`src/hw/glb_settings.svh`:
```
`ifndef GLB_SETTINGS_SVH
`define GLB_SETTINGS_SVH

// tiles in the chain
`define GLB_NUM_TILES 4

// store headers held per tile
`define GLB_QUEUE_DEPTH 2

// configuration bus
// tile field sits in bits 10 to 7 and register field in bits 6 to 2
`define GLB_CFG_ADDR_WIDTH 11
`define GLB_CFG_DATA_WIDTH 32

// buffer word address
`define GLB_ADDR_WIDTH 12

// words per store header
`define GLB_NUM_WORDS_WIDTH 10

// stream and buffer word
`define GLB_DATA_WIDTH 16

`endif

```
`src/hw/glb_pkg.sv`:
```
`include "glb_settings.svh"

package glb_pkg;

    // one entry of the store queue
    typedef struct packed {
        logic                            valid;
        logic [`GLB_ADDR_WIDTH-1:0]      start_addr;
        logic [`GLB_NUM_WORDS_WIDTH-1:0] num_words;
    } dma_st_header_t;

    // store engine
    typedef enum logic [1:0] {
        idle,
        wait_hdr,
        stream,
        done
    } dma_state_e;

endpackage

```
`src/hw/glb_tile_cfg.sv`:
```
`timescale 1ns/100ps
`include "glb_settings.svh"

module glb_tile_cfg
    import glb_pkg::*;
#(
    parameter int TILE_ID = 0
) (
    input  logic                           clk,
    input  logic                           reset,

    // west side
    input  logic                           wst_wr_clk_en,
    input  logic                           wst_wr_en,
    input  logic [`GLB_CFG_ADDR_WIDTH-1:0] wst_wr_addr,
    input  logic [`GLB_CFG_DATA_WIDTH-1:0] wst_wr_data,
    input  logic                           wst_rd_clk_en,
    input  logic                           wst_rd_en,
    input  logic [`GLB_CFG_ADDR_WIDTH-1:0] wst_rd_addr,
    output logic [`GLB_CFG_DATA_WIDTH-1:0] wst_rd_data,
    output logic                           wst_rd_data_valid,

    // east side
    output logic                           est_wr_en,
    output logic [`GLB_CFG_ADDR_WIDTH-1:0] est_wr_addr,
    output logic [`GLB_CFG_DATA_WIDTH-1:0] est_wr_data,
    output logic                           est_rd_en,
    output logic [`GLB_CFG_ADDR_WIDTH-1:0] est_rd_addr,
    input  logic [`GLB_CFG_DATA_WIDTH-1:0] est_rd_data,
    input  logic                           est_rd_data_valid,

    // register outputs
    output logic                           tile_is_start,
    output logic                           tile_is_end,
    output logic                           store_dma_on,
    output logic                           store_dma_auto_on,
    output dma_st_header_t                 store_hdr [`GLB_QUEUE_DEPTH],
    input  logic [`GLB_QUEUE_DEPTH-1:0]    store_invalidate_pulse
);

    localparam logic [3:0] my_tile_id = 4'(TILE_ID);

    logic [3:0]                     wr_tile;
    logic [4:0]                     wr_reg;
    logic [3:0]                     rd_tile;
    logic [4:0]                     rd_reg;
    logic                           wr_match;
    logic                           rd_match;
    logic [`GLB_CFG_DATA_WIDTH-1:0] rd_data_int;

    assign wr_tile = wst_wr_addr[10:7];
    assign wr_reg  = wst_wr_addr[6:2];
    assign rd_tile = wst_rd_addr[10:7];
    assign rd_reg  = wst_rd_addr[6:2];

    assign wr_match = wst_wr_en && (wr_tile == my_tile_id);
    assign rd_match = wst_rd_en && (rd_tile == my_tile_id);

    // register writes
    always_ff @(posedge clk or posedge reset) begin
        if (reset) begin
            tile_is_start     <= 1'b0;
            tile_is_end       <= 1'b0;
            store_dma_on      <= 1'b0;
            store_dma_auto_on <= 1'b0;
            for (int i = 0; i < `GLB_QUEUE_DEPTH; i++) begin
                store_hdr[i] <= '0;
            end
        end else if (wst_wr_clk_en && wr_match) begin
            case (wr_reg)
                5'd0: {tile_is_end, tile_is_start} <= wst_wr_data[1:0];
                5'd1: {store_dma_auto_on, store_dma_on} <= wst_wr_data[1:0];
                default: ;
            endcase
            // headers take two registers each from 2 upward
            for (int i = 0; i < `GLB_QUEUE_DEPTH; i++) begin
                if (wr_reg == 5'(2 + 2 * i)) begin
                    store_hdr[i].num_words <= wst_wr_data[`GLB_NUM_WORDS_WIDTH-1:0];
                end
                if (wr_reg == 5'(3 + 2 * i)) begin
                    {store_hdr[i].start_addr, store_hdr[i].valid} <=
                        wst_wr_data[`GLB_ADDR_WIDTH:0];
                end
            end
        end else begin
            // finished headers from the store engine
            for (int i = 0; i < `GLB_QUEUE_DEPTH; i++) begin
                if (store_invalidate_pulse[i]) begin
                    store_hdr[i].valid <= 1'b0;
                end
            end
        end
    end

    // read decode
    always_comb begin
        rd_data_int = '0;
        if (rd_match) begin
            case (rd_reg)
                5'd0: rd_data_int[1:0] = {tile_is_end, tile_is_start};
                5'd1: rd_data_int[1:0] = {store_dma_auto_on, store_dma_on};
                default: ;
            endcase
            for (int i = 0; i < `GLB_QUEUE_DEPTH; i++) begin
                if (rd_reg == 5'(2 + 2 * i)) begin
                    rd_data_int[`GLB_NUM_WORDS_WIDTH-1:0] = store_hdr[i].num_words;
                end
                if (rd_reg == 5'(3 + 2 * i)) begin
                    rd_data_int[`GLB_ADDR_WIDTH:0] = {store_hdr[i].start_addr,
                                                      store_hdr[i].valid};
                end
            end
        end
    end

    // forward writes east
    always_ff @(posedge clk or posedge reset) begin
        if (reset) begin
            est_wr_en <= 1'b0;
        end else if (wst_wr_clk_en) begin
            est_wr_en <= wst_wr_en && !wr_match;
        end
    end

    // forward reads east
    always_ff @(posedge clk or posedge reset) begin
        if (reset) begin
            est_rd_en <= 1'b0;
        end else if (wst_rd_clk_en) begin
            est_rd_en <= wst_rd_en && !rd_match;
        end
    end

    always_ff @(posedge clk) begin
        if (wst_wr_clk_en) begin
            est_wr_addr <= wst_wr_addr;
            est_wr_data <= wst_wr_data;
        end
        if (wst_rd_clk_en) begin
            est_rd_addr <= wst_rd_addr;
        end
    end

    // read return toward the west
    always_ff @(posedge clk or posedge reset) begin
        if (reset) begin
            wst_rd_data       <= '0;
            wst_rd_data_valid <= 1'b0;
        end else if (wst_rd_clk_en) begin
            if (rd_match) begin
                wst_rd_data       <= rd_data_int;
                wst_rd_data_valid <= 1'b1;
            end else begin
                wst_rd_data       <= est_rd_data;
                wst_rd_data_valid <= est_rd_data_valid;
            end
        end
    end

endmodule

```
`src/hw/glb_store_dma.sv`:
```
`timescale 1ns/100ps
`include "glb_settings.svh"

module glb_store_dma
    import glb_pkg::*;
(
    input  logic                        clk,
    input  logic                        reset,
    input  logic                        dma_on,
    input  logic                        auto_on,
    input  dma_st_header_t              hdr [`GLB_QUEUE_DEPTH],
    input  logic                        st_wr_strb,
    input  logic [`GLB_DATA_WIDTH-1:0]  st_wr_data,
    output logic [`GLB_QUEUE_DEPTH-1:0] invalidate_pulse,
    output logic                        buf_wr_en,
    output logic [`GLB_ADDR_WIDTH-1:0]  buf_wr_addr,
    output logic [`GLB_DATA_WIDTH-1:0]  buf_wr_data
);

    localparam int slot_width = (`GLB_QUEUE_DEPTH > 1) ? $clog2(`GLB_QUEUE_DEPTH) : 1;
    localparam logic [slot_width-1:0] last_slot = slot_width'(`GLB_QUEUE_DEPTH - 1);

    dma_state_e                      state;
    logic [slot_width-1:0]           slot;
    logic [slot_width-1:0]           next_slot;
    logic [`GLB_NUM_WORDS_WIDTH-1:0] word_cnt;
    dma_st_header_t                  cur_hdr;
    logic                            last_word;

    assign cur_hdr   = hdr[slot];
    assign next_slot = (slot == last_slot) ? '0 : slot + 1'b1;
    // a zero count still takes one word
    assign last_word = (word_cnt + 1'b1) >= cur_hdr.num_words;

    always_ff @(posedge clk or posedge reset) begin
        if (reset) begin
            state            <= idle;
            slot             <= '0;
            word_cnt         <= '0;
            invalidate_pulse <= '0;
            buf_wr_en        <= 1'b0;
        end else begin
            invalidate_pulse <= '0;
            buf_wr_en        <= 1'b0;
            case (state)
                idle: begin
                    if (dma_on) begin
                        state <= wait_hdr;
                    end
                end
                wait_hdr: begin
                    if (cur_hdr.valid) begin
                        state    <= stream;
                        word_cnt <= '0;
                    end
                end
                stream: begin
                    if (st_wr_strb) begin
                        buf_wr_en <= 1'b1;
                        word_cnt  <= word_cnt + 1'b1;
                        if (last_word) begin
                            invalidate_pulse[slot] <= 1'b1;
                            slot                   <= next_slot;
                            if (auto_on) begin
                                state <= wait_hdr;
                            end else begin
                                state <= done;
                            end
                        end
                    end
                end
                done: begin
                    if (!dma_on) begin
                        state <= idle;
                    end
                end
                default: state <= idle;
            endcase
        end
    end

    // buffer write payload
    always_ff @(posedge clk) begin
        if (state == stream && st_wr_strb) begin
            buf_wr_addr <= cur_hdr.start_addr + `GLB_ADDR_WIDTH'(word_cnt);
            buf_wr_data <= st_wr_data;
        end
    end

endmodule

```
`src/hw/glb_tile.sv`:
```
`timescale 1ns/100ps
`include "glb_settings.svh"

module glb_tile
    import glb_pkg::*;
#(
    parameter int TILE_ID = 0
) (
    input  logic                           clk,
    input  logic                           reset,

    input  logic                           wst_wr_clk_en,
    input  logic                           wst_wr_en,
    input  logic [`GLB_CFG_ADDR_WIDTH-1:0] wst_wr_addr,
    input  logic [`GLB_CFG_DATA_WIDTH-1:0] wst_wr_data,
    input  logic                           wst_rd_clk_en,
    input  logic                           wst_rd_en,
    input  logic [`GLB_CFG_ADDR_WIDTH-1:0] wst_rd_addr,
    output logic [`GLB_CFG_DATA_WIDTH-1:0] wst_rd_data,
    output logic                           wst_rd_data_valid,

    output logic                           est_wr_en,
    output logic [`GLB_CFG_ADDR_WIDTH-1:0] est_wr_addr,
    output logic [`GLB_CFG_DATA_WIDTH-1:0] est_wr_data,
    output logic                           est_rd_en,
    output logic [`GLB_CFG_ADDR_WIDTH-1:0] est_rd_addr,
    input  logic [`GLB_CFG_DATA_WIDTH-1:0] est_rd_data,
    input  logic                           est_rd_data_valid,

    input  logic                           st_wr_strb,
    input  logic [`GLB_DATA_WIDTH-1:0]     st_wr_data,
    output logic                           buf_wr_en,
    output logic [`GLB_ADDR_WIDTH-1:0]     buf_wr_addr,
    output logic [`GLB_DATA_WIDTH-1:0]     buf_wr_data
);

    // start and end flags only read back over the bus for now
    logic                        tile_is_start;
    logic                        tile_is_end;
    logic                        store_dma_on;
    logic                        store_dma_auto_on;
    dma_st_header_t              store_hdr [`GLB_QUEUE_DEPTH];
    logic [`GLB_QUEUE_DEPTH-1:0] store_invalidate_pulse;

    glb_tile_cfg #(
        .TILE_ID(TILE_ID)
    ) u_cfg (
        .clk, .reset,
        .wst_wr_clk_en, .wst_wr_en, .wst_wr_addr, .wst_wr_data,
        .wst_rd_clk_en, .wst_rd_en, .wst_rd_addr, .wst_rd_data, .wst_rd_data_valid,
        .est_wr_en, .est_wr_addr, .est_wr_data, .est_rd_en, .est_rd_addr,
        .est_rd_data, .est_rd_data_valid,
        .tile_is_start, .tile_is_end, .store_dma_on, .store_dma_auto_on,
        .store_hdr, .store_invalidate_pulse
    );

    glb_store_dma u_store_dma (
        .clk, .reset,
        .dma_on           (store_dma_on),
        .auto_on          (store_dma_auto_on),
        .hdr              (store_hdr),
        .st_wr_strb, .st_wr_data,
        .invalidate_pulse (store_invalidate_pulse),
        .buf_wr_en, .buf_wr_addr, .buf_wr_data
    );

endmodule

```
`src/hw/glb_top.sv`:
```
`timescale 1ns/100ps
`include "glb_settings.svh"

module glb_top (
    input  logic                           clk,
    input  logic                           reset,

    input  logic                           cfg_wr_clk_en,
    input  logic                           cfg_wr_en,
    input  logic [`GLB_CFG_ADDR_WIDTH-1:0] cfg_wr_addr,
    input  logic [`GLB_CFG_DATA_WIDTH-1:0] cfg_wr_data,
    input  logic                           cfg_rd_clk_en,
    input  logic                           cfg_rd_en,
    input  logic [`GLB_CFG_ADDR_WIDTH-1:0] cfg_rd_addr,
    output logic [`GLB_CFG_DATA_WIDTH-1:0] cfg_rd_data,
    output logic                           cfg_rd_data_valid,

    input  logic [`GLB_NUM_TILES-1:0]      st_wr_strb,
    input  logic [`GLB_DATA_WIDTH-1:0]     st_wr_data [`GLB_NUM_TILES],
    output logic [`GLB_NUM_TILES-1:0]      buf_wr_en,
    output logic [`GLB_ADDR_WIDTH-1:0]     buf_wr_addr [`GLB_NUM_TILES],
    output logic [`GLB_DATA_WIDTH-1:0]     buf_wr_data [`GLB_NUM_TILES]
);

    // entry k is the west side of tile k
    logic [`GLB_NUM_TILES:0]        wr_en_c;
    logic [`GLB_CFG_ADDR_WIDTH-1:0] wr_addr_c [`GLB_NUM_TILES+1];
    logic [`GLB_CFG_DATA_WIDTH-1:0] wr_data_c [`GLB_NUM_TILES+1];
    logic [`GLB_NUM_TILES:0]        rd_en_c;
    logic [`GLB_CFG_ADDR_WIDTH-1:0] rd_addr_c [`GLB_NUM_TILES+1];
    logic [`GLB_CFG_DATA_WIDTH-1:0] rd_data_c [`GLB_NUM_TILES+1];
    logic [`GLB_NUM_TILES:0]        rd_valid_c;

    assign wr_en_c[0]   = cfg_wr_en;
    assign wr_addr_c[0] = cfg_wr_addr;
    assign wr_data_c[0] = cfg_wr_data;
    assign rd_en_c[0]   = cfg_rd_en;
    assign rd_addr_c[0] = cfg_rd_addr;

    // nothing east of the last tile
    assign rd_data_c[`GLB_NUM_TILES]  = '0;
    assign rd_valid_c[`GLB_NUM_TILES] = 1'b0;

    for (genvar i = 0; i < `GLB_NUM_TILES; i++) begin : g_tile
        glb_tile #(
            .TILE_ID(i)
        ) u_tile (
            .clk, .reset,
            .wst_wr_clk_en     (cfg_wr_clk_en),
            .wst_wr_en         (wr_en_c[i]),
            .wst_wr_addr       (wr_addr_c[i]),
            .wst_wr_data       (wr_data_c[i]),
            .wst_rd_clk_en     (cfg_rd_clk_en),
            .wst_rd_en         (rd_en_c[i]),
            .wst_rd_addr       (rd_addr_c[i]),
            .wst_rd_data       (rd_data_c[i]),
            .wst_rd_data_valid (rd_valid_c[i]),
            .est_wr_en         (wr_en_c[i+1]),
            .est_wr_addr       (wr_addr_c[i+1]),
            .est_wr_data       (wr_data_c[i+1]),
            .est_rd_en         (rd_en_c[i+1]),
            .est_rd_addr       (rd_addr_c[i+1]),
            .est_rd_data       (rd_data_c[i+1]),
            .est_rd_data_valid (rd_valid_c[i+1]),
            .st_wr_strb        (st_wr_strb[i]),
            .st_wr_data        (st_wr_data[i]),
            .buf_wr_en         (buf_wr_en[i]),
            .buf_wr_addr       (buf_wr_addr[i]),
            .buf_wr_data       (buf_wr_data[i])
        );
    end

    // output stage on the read return
    always_ff @(posedge clk or posedge reset) begin
        if (reset) begin
            cfg_rd_data       <= '0;
            cfg_rd_data_valid <= 1'b0;
        end else if (cfg_rd_clk_en) begin
            cfg_rd_data       <= rd_data_c[0];
            cfg_rd_data_valid <= rd_valid_c[0];
        end
    end

endmodule

```
`config.mk`:
```
export PLATFORM = sky130hd
export DESIGN_NAME = glb_top
export DESIGN_NICKNAME = d
export VERILOG_FILES = /design/src/hw/glb_pkg.sv /design/src/hw/glb_tile_cfg.sv /design/src/hw/glb_store_dma.sv /design/src/hw/glb_tile.sv /design/src/hw/glb_top.sv
export VERILOG_INCLUDE_DIRS = /design/src /design/src/hw
export SDC_FILE = /design/constraint.sdc
export NUM_CORES = 1
export LEC_CHECK = 0
export ABC_AREA = 1
export ABC_CLOCK_PERIOD_IN_PS = 4600
export CAP_MARGIN = 20
export CORE_AREA = 5 5 246 248
export CTS_BUF_LIST = sky130_fd_sc_hd__clkbuf_4 sky130_fd_sc_hd__clkbuf_8
export CTS_CLUSTER_SIZE = 25
export DETAILED_ROUTE_END_ITERATION = 16
export DIE_AREA = 0 0 251 253
export DONT_BUFFER_PORTS = 1
export PLACE_DENSITY_LB_ADDON = 0.08
export REMOVE_ABC_BUFFERS = 1
export SLEW_MARGIN = 20
export SYNTH_ARGS = -nofsm -noshare
export SYNTH_HDL_FRONTEND = slang
export SYNTH_HIERARCHICAL = 1
export SYNTH_SLANG_ARGS = --single-unit
```
`constraint.sdc`:
```
create_clock -name clk -period 4.6 [get_ports clk]
set_input_delay 0.23 -clock clk [delete_from_list [all_inputs] [get_ports clk]]
set_output_delay 0.23 -clock clk [all_outputs]
set_load 0.05 [all_outputs]
```
After elaboration in Yosys (flattened, before gate mapping) --
Index checks and enable logic that the tools add are counted.
Word-level totals: flip-flop bits (word level) 652, bits in latches 0, memory bits (writable) 0, ROM bits 0, output and inout port bits 149, memories kept 0
Cells by class: $add $sub $neg 12, multiply operators 0, div/mod/pow operators 0, $lt $le $gt $ge 16, equality and inequality tests 86, shift operators 0, muxes and demuxes 136, bitwise gates (word level) 4, reductions and logical operators 102
Operators with widths (number):
- 23-bit two-way mux | 12
- 13-bit two-way mux | 17
- 10-bit two-way mux | 16
- 32-bit two-way mux | 3
- 5-bit by 2-bit equality test with 1-bit output (second input constant) | 16
- 5-bit by 3-bit equality test with 1-bit output (second input constant) | 16
- 10-bit one-hot mux with 2 select lines | 4
- 2-bit two-way mux | 36
- 2-bit AND reduction | 32
- 12-bit by 10-bit adder with 12-bit output | 4
- 10-bit by 1-bit adder with 10-bit output (second input constant) | 4
- 5-bit by 1-bit equality test with 1-bit output (second input constant) | 8
- 10-bit >= comparator | 4
- 5-bit zero test | 8
- 1-bit two-way mux | 36
- 2-bit inequality test (second input constant) | 16
- 2-bit one-hot mux with 4 select lines | 4
- 1-bit logical AND | 26
- 2-bit by 1-bit inequality test with 1-bit output (second input constant) | 12
- 3-bit AND reduction | 8
- 2-bit nonzero test | 12
- 5-bit AND reduction | 4
- 2-bit equality test (second input constant) | 8
- 4-bit by 2-bit equality test with 1-bit output (second input constant) | 4
- other kinds (12) | 46

Depth between registers and ports, before layout --
depth in word-level cells 8, depth in mapped cells 18, gate-level depth less buffers 18

By module --
Netlist, hierarchy kept.
Modules (own cells, without submodules):
- glb_tile_cfg (g_tile[1].u_tile.u_cfg ...) | instances 2, cells each 512, area an instance 5491.5 sq um, seq. area each 3748.6 sq um
- glb_tile_cfg (g_tile[0].u_tile.u_cfg) | instances 1, cells each 514, area an instance 5660.4 sq um, seq. area each 3748.6 sq um
- glb_tile_cfg (g_tile[3].u_tile.u_cfg) | instances 1, cells each 514, area an instance 5619.1 sq um, seq. area each 3748.6 sq um
- glb_store_dma (g_tile[0].u_tile.u_store_dma ...) | instances 2, cells each 292, area an instance 2727.6 sq um, seq. area each 1241.2 sq um
- glb_store_dma (g_tile[3].u_tile.u_store_dma) | instances 1, cells each 291, area an instance 2685.1 sq um, seq. area each 1241.2 sq um
- glb_store_dma (g_tile[1].u_tile.u_store_dma) | instances 1, cells each 292, area an instance 2662.6 sq um, seq. area each 1241.2 sq um
- glb_top | instances 1, cells each 142, area an instance 1312.5 sq um, seq. area each 825.8 sq um

Worst setup path after synthesis --
Ideal clock, no wire load.
path kind reg2reg, start register g_tile[0].u_tile.u_store_dma.slot, end register g_tile[0].u_tile.u_store_dma.buf_wr_addr[8] (data pin), setup time 0.258 ns, arrival 2.133 ns, data required time 4.342 ns, setup slack 2.209 ns, stages on the path, launching flop included 14, buffers on the path 2, period minus slack after synthesis 2.391 ns, cells stage by stage dfrtp_1 > buf_2 > inv_2 > clkbuf_1 > nand2_1 > nand2_1 > ha_1 > inv_1 > fa_1 > o21ai_2 > a21oi_2 > nor2_1 > nor2_2 > xor2_1
On the way: word-level cells in the longest chain between the ends 5
RTL lines:
- start: declaration | line glb_store_dma.sv:24 | logic [slot_width-1:0] slot;
- start signal: assignment | line glb_store_dma.sv:63 | slot <= next_slot;
- 1-bit NOT with 2-bit output (implied by the code) | line glb_store_dma.sv:30 | assign cur_hdr = hdr[slot];
- 23-bit two-way mux (implied by the code) (3 in a row) | line glb_store_dma.sv:30
- 12-bit by 10-bit adder with 12-bit output | line glb_store_dma.sv:85 | buf_wr_addr <= cur_hdr.start_addr + `GLB_ADDR_WIDTH'(word_cnt);
- end signal: assignment | line glb_store_dma.sv:85
- end: declaration | line glb_store_dma.sv:16 | output logic [`GLB_ADDR_WIDTH-1:0] buf_wr_addr,
No other way between the ends. The select of a mux whose other input is x is not followed. A chain may end at the register's enable or synchronous reset.

Worst setup path after layout --
start register g_tile[2].u_tile.u_store_dma.word_cnt[0], end register g_tile[2].u_tile.u_store_dma.state[1]
On the way: word-level cells in the longest chain between the ends 4
RTL lines:
- start: declaration | line glb_store_dma.sv:26 | logic [`GLB_NUM_WORDS_WIDTH-1:0] word_cnt;
- start signal: assignment | line glb_store_dma.sv:60 | word_cnt <= word_cnt + 1'b1;
- 10-bit by 1-bit adder with 10-bit output | line glb_store_dma.sv:33 | assign last_word = (word_cnt + 1'b1) >= cur_hdr.num_words;
- 10-bit >= comparator | line glb_store_dma.sv:33
- 2-bit inequality test (no line)
- 5-bit AND reduction (no line)
- end signal: assignment | line glb_store_dma.sv:37 | state <= idle;
- end signal: assignment | line glb_store_dma.sv:48 | state <= wait_hdr;
- end signal: assignment | line glb_store_dma.sv:53 | state <= stream;
- end: declaration | line glb_store_dma.sv:23 | dma_state_e state;
No other way between the ends.

==> impl_metrics.ini <==
[run_status]
status = completed

[die]
die_area_sq_mm = 0.0635
row_count = 89
core_sq_mm = 0.0582
ios = 277
initial_core_util_pct = 52.5
die_h_um = 253
die_w_um = 251

[routing]
dr.pass1.iters = 5
routed_wl_um = 81300
antenna_left = 0
dr_total_vias = 23300
initialDrtViolationCount = 1873
drc_errors = 0
via_per_inst = 5.51
wl_per_cell_um = 19.2

[placement]
numPortBuffers = 0
globalplace.congestion = 0.867
place_inst = 3923
dpl.hpwl_um = 54400

[synthesis]
synth_cells = 3229
yosysWarnings = 6
synthesis.area_sq_mm = 0.0306
avgSynthCellArea_sq_um = 9.48

[power_and_ir_drop]
p_leak_uw = 0.0158
vdd_drop_max_mv = 0.342
powerDensity_mw_per_mm2 = 461

[worst_setup_path]
crit_arrival_ns = 3.36
critPathBufInv = 2
cpLargestDelayFamily = simple AND/OR/NAND/NOR gates
cp.required_ns = 5.18
crit_type = reg -> reg
critPathMostFrequentCell = nand2_1
critical_path.max_stage_delay_ns = 0.51
cp_slowest_cell = dfrtp_1
path_cells = ha_1, nand2_1, nor2_2, nand3_2, nor2_1, nand2_1, xor2_1, inv_1, ha_1, nand2_1, nor2_1, inv_1, a21oi_1, nor2_1, nand3_1, nand3_2, nand2_1, nand2_1
cp_max_fo = 8
crit_path_end_kind = flip-flop
cp-start-kind = flip-flop

[timing]
period_minus_slack_ns = 2.78
hold_viol_final = 0
slew_headroom_pct = 18.7
rsz0062_at_grt = no
skew_ns = 0.0317
setup-violations-final = 0
whs_ns = 0.00951
worstMarginPinSlew_ns = 1.21
finalSetupTns_ns = 0
max_freq_ghz = 0.359
slew_viol_final = 0
fin_crit_sh_pct = 60.5

[final_layout]
drive_above_1_share_pct = 11.8
final_common_cell = nand2_1
final_cell_mix = 913 x nand2_1, 435 x dfrtp_1, 242 x inv_1, 205 x edfxtp_1
syn2layout_area_growth_pct = 12.8
fin_nets = 3583
final_cells = 4240
nFillCells = 5030

[global_route]
grt_max_degree = 179
antenna_found_initial = 4
grt_pass1_wl_um = 128000
grt_pass1_vias = 23000
grt-ovfl-total = 0
grt_usage_pct = 25.2

[clocking]
numCtsBuffers = 109
clock_latency_ns = 0.70
cts_root_buf = clkbuf_8
cts_tree = done
clk_pin_slew_ns = 0.06
clockBufferDepth = 3
h-tree-depth = 3
cts_resized = 0
clock-sinks = 640

[run]
cap_viol_max_count = 0

[worst_hold_path]
hold_path_class = in -> reg
==> final cells by class <==
type / count / area (sq um) / share of cell area (%)
clock inverters: 41 / 260 / 0.754
repair buffers: 122 / 1240 / 3.58
clock buffers: 165 / 2010 / 5.82
diodes: 5 / 12.5 / 0.0362
flip-flops and latches: 640 / 17000 / 49.4
inverters: 281 / 1080 / 3.14
multi-input cells: 2213 / 11900 / 34.5
well taps: 773 / 967 / 2.80
==> through the flow <==
stage	setup WS (ns)	instance area, sq um	total power [uW]	utilization (%)
3_5_place_dp	1.86	31100	10600	53.5
6_report	1.82	34500	15900	59.3
4_1_cts	1.84	34500	16100	59.3
3_3_place_gp	1.90	31100	10500	53.4
2_1_floorplan	1.93	30000	9790	-
5_1_grt	1.47	34500	16800	59.3
==> path summary, 6_finish.rpt <==
| check | depth (start not counted) | startpoint | slack (ns) | to |
|---|---|---|---|---|
| hold / removal | 1 | cfg_rd_clk_en | 0.01 | g_tile[2].u_tile/u_cfg/est_rd_addr[10]$_DFFE_PP_ |
| setup reg to reg | 18 | g_tile[2].u_tile/u_store_dma/word_cnt[0]$_DFFE_PP0P_ | 1.82 | g_tile[2].u_tile/u_store_dma/state[1]$_DFFE_PP0P_ |
| hold reg to reg | 0 | g_tile[1].u_tile/u_cfg/est_rd_addr[7]$_DFFE_PP_ | 0.44 | g_tile[2].u_tile/u_cfg/est_rd_addr[7]$_DFFE_PP_ |
| setup / recovery | 18 | g_tile[2].u_tile/u_store_dma/word_cnt[0]$_DFFE_PP0P_ | 1.82 | g_tile[2].u_tile/u_store_dma/state[1]$_DFFE_PP0P_ |
| max in group asynchronous | 3 | reset | 2.58 | g_tile[3].u_tile/u_cfg/store_hdr[25]$_DFFE_PP0P_ |
| min in group asynchronous | 2 | reset | 0.37 | cfg_rd_data[0]$_DFFE_PP0P_ |
==> flip-flops by register name (all words and copies together) (netlist names), 3 cells and up <==
signal,count
g_tile.u_tile/u_cfg/tile_is_end,4
g_tile.u_tile/u_cfg/wst_rd_data_valid,4
g_tile.u_tile/u_cfg/est_wr_en,3
g_tile.u_tile/u_cfg/est_rd_en,3
g_tile.u_tile/u_cfg/tile_is_start,4
g_tile.u_tile/u_store_dma/state,8
g_tile.u_tile/u_store_dma/buf_wr_addr,48
g_tile.u_tile/u_cfg/wst_rd_data,128
g_tile.u_tile/u_cfg/store_dma_on,4
g_tile.u_tile/u_store_dma/invalidate_pulse,8
g_tile.u_tile/u_cfg/est_wr_data,39
g_tile.u_tile/u_store_dma/buf_wr_data,64
g_tile.u_tile/u_store_dma/buf_wr_en,4
cfg_rd_data,32
g_tile.u_tile/u_cfg/est_rd_addr,27
g_tile.u_tile/u_cfg/est_wr_addr,27
g_tile.u_tile/u_cfg/store_hdr,184
g_tile.u_tile/u_store_dma/word_cnt,40
g_tile.u_tile/u_cfg/store_dma_auto_on,4
g_tile.u_tile/u_store_dma/slot,4
==> worst register-to-register path, delay by kind of cell (launching register included) <==
family | cells | cell delay [ns]
xor+xnor | 1 | 0.25
fa+ha+maj | 2 | 0.53
flops | 1 | 0.51
buf+inv | 2 | 0.14
simple gates | 12 | 1.13
compound gates | 1 | 0.12
==> metal layers <==
metal  routed length, um  vias up  GRT usage [%]
li1                    -    11100              -
met1               35400    11400           34.3
met2               39300      722           42.0
met3                4740      122           4.56
met4                1880        2           7.41
met5                   7        -              0
==> where the power goes <==
part / total [uW] / switching (uW) / internal, uW / leakage, uW
Combinational: 2920 / 1920 / 1000 / 0.00695
Clock: 5250 / 2300 / 2950 / 0.00120
Sequential: 7750 / 1150 / 6600 / 0.00763
Total: 15900 / 5380 / 10500 / 0.0158
==> timing repair <==
item,in CTS,in global routing
endpoints found under the setup margin,0,0
buffers inserted,0,0
endpoints found under the hold margin,760,0
hold buffers,106,0
No activity file was read; power rests on OpenSTA's default activity.
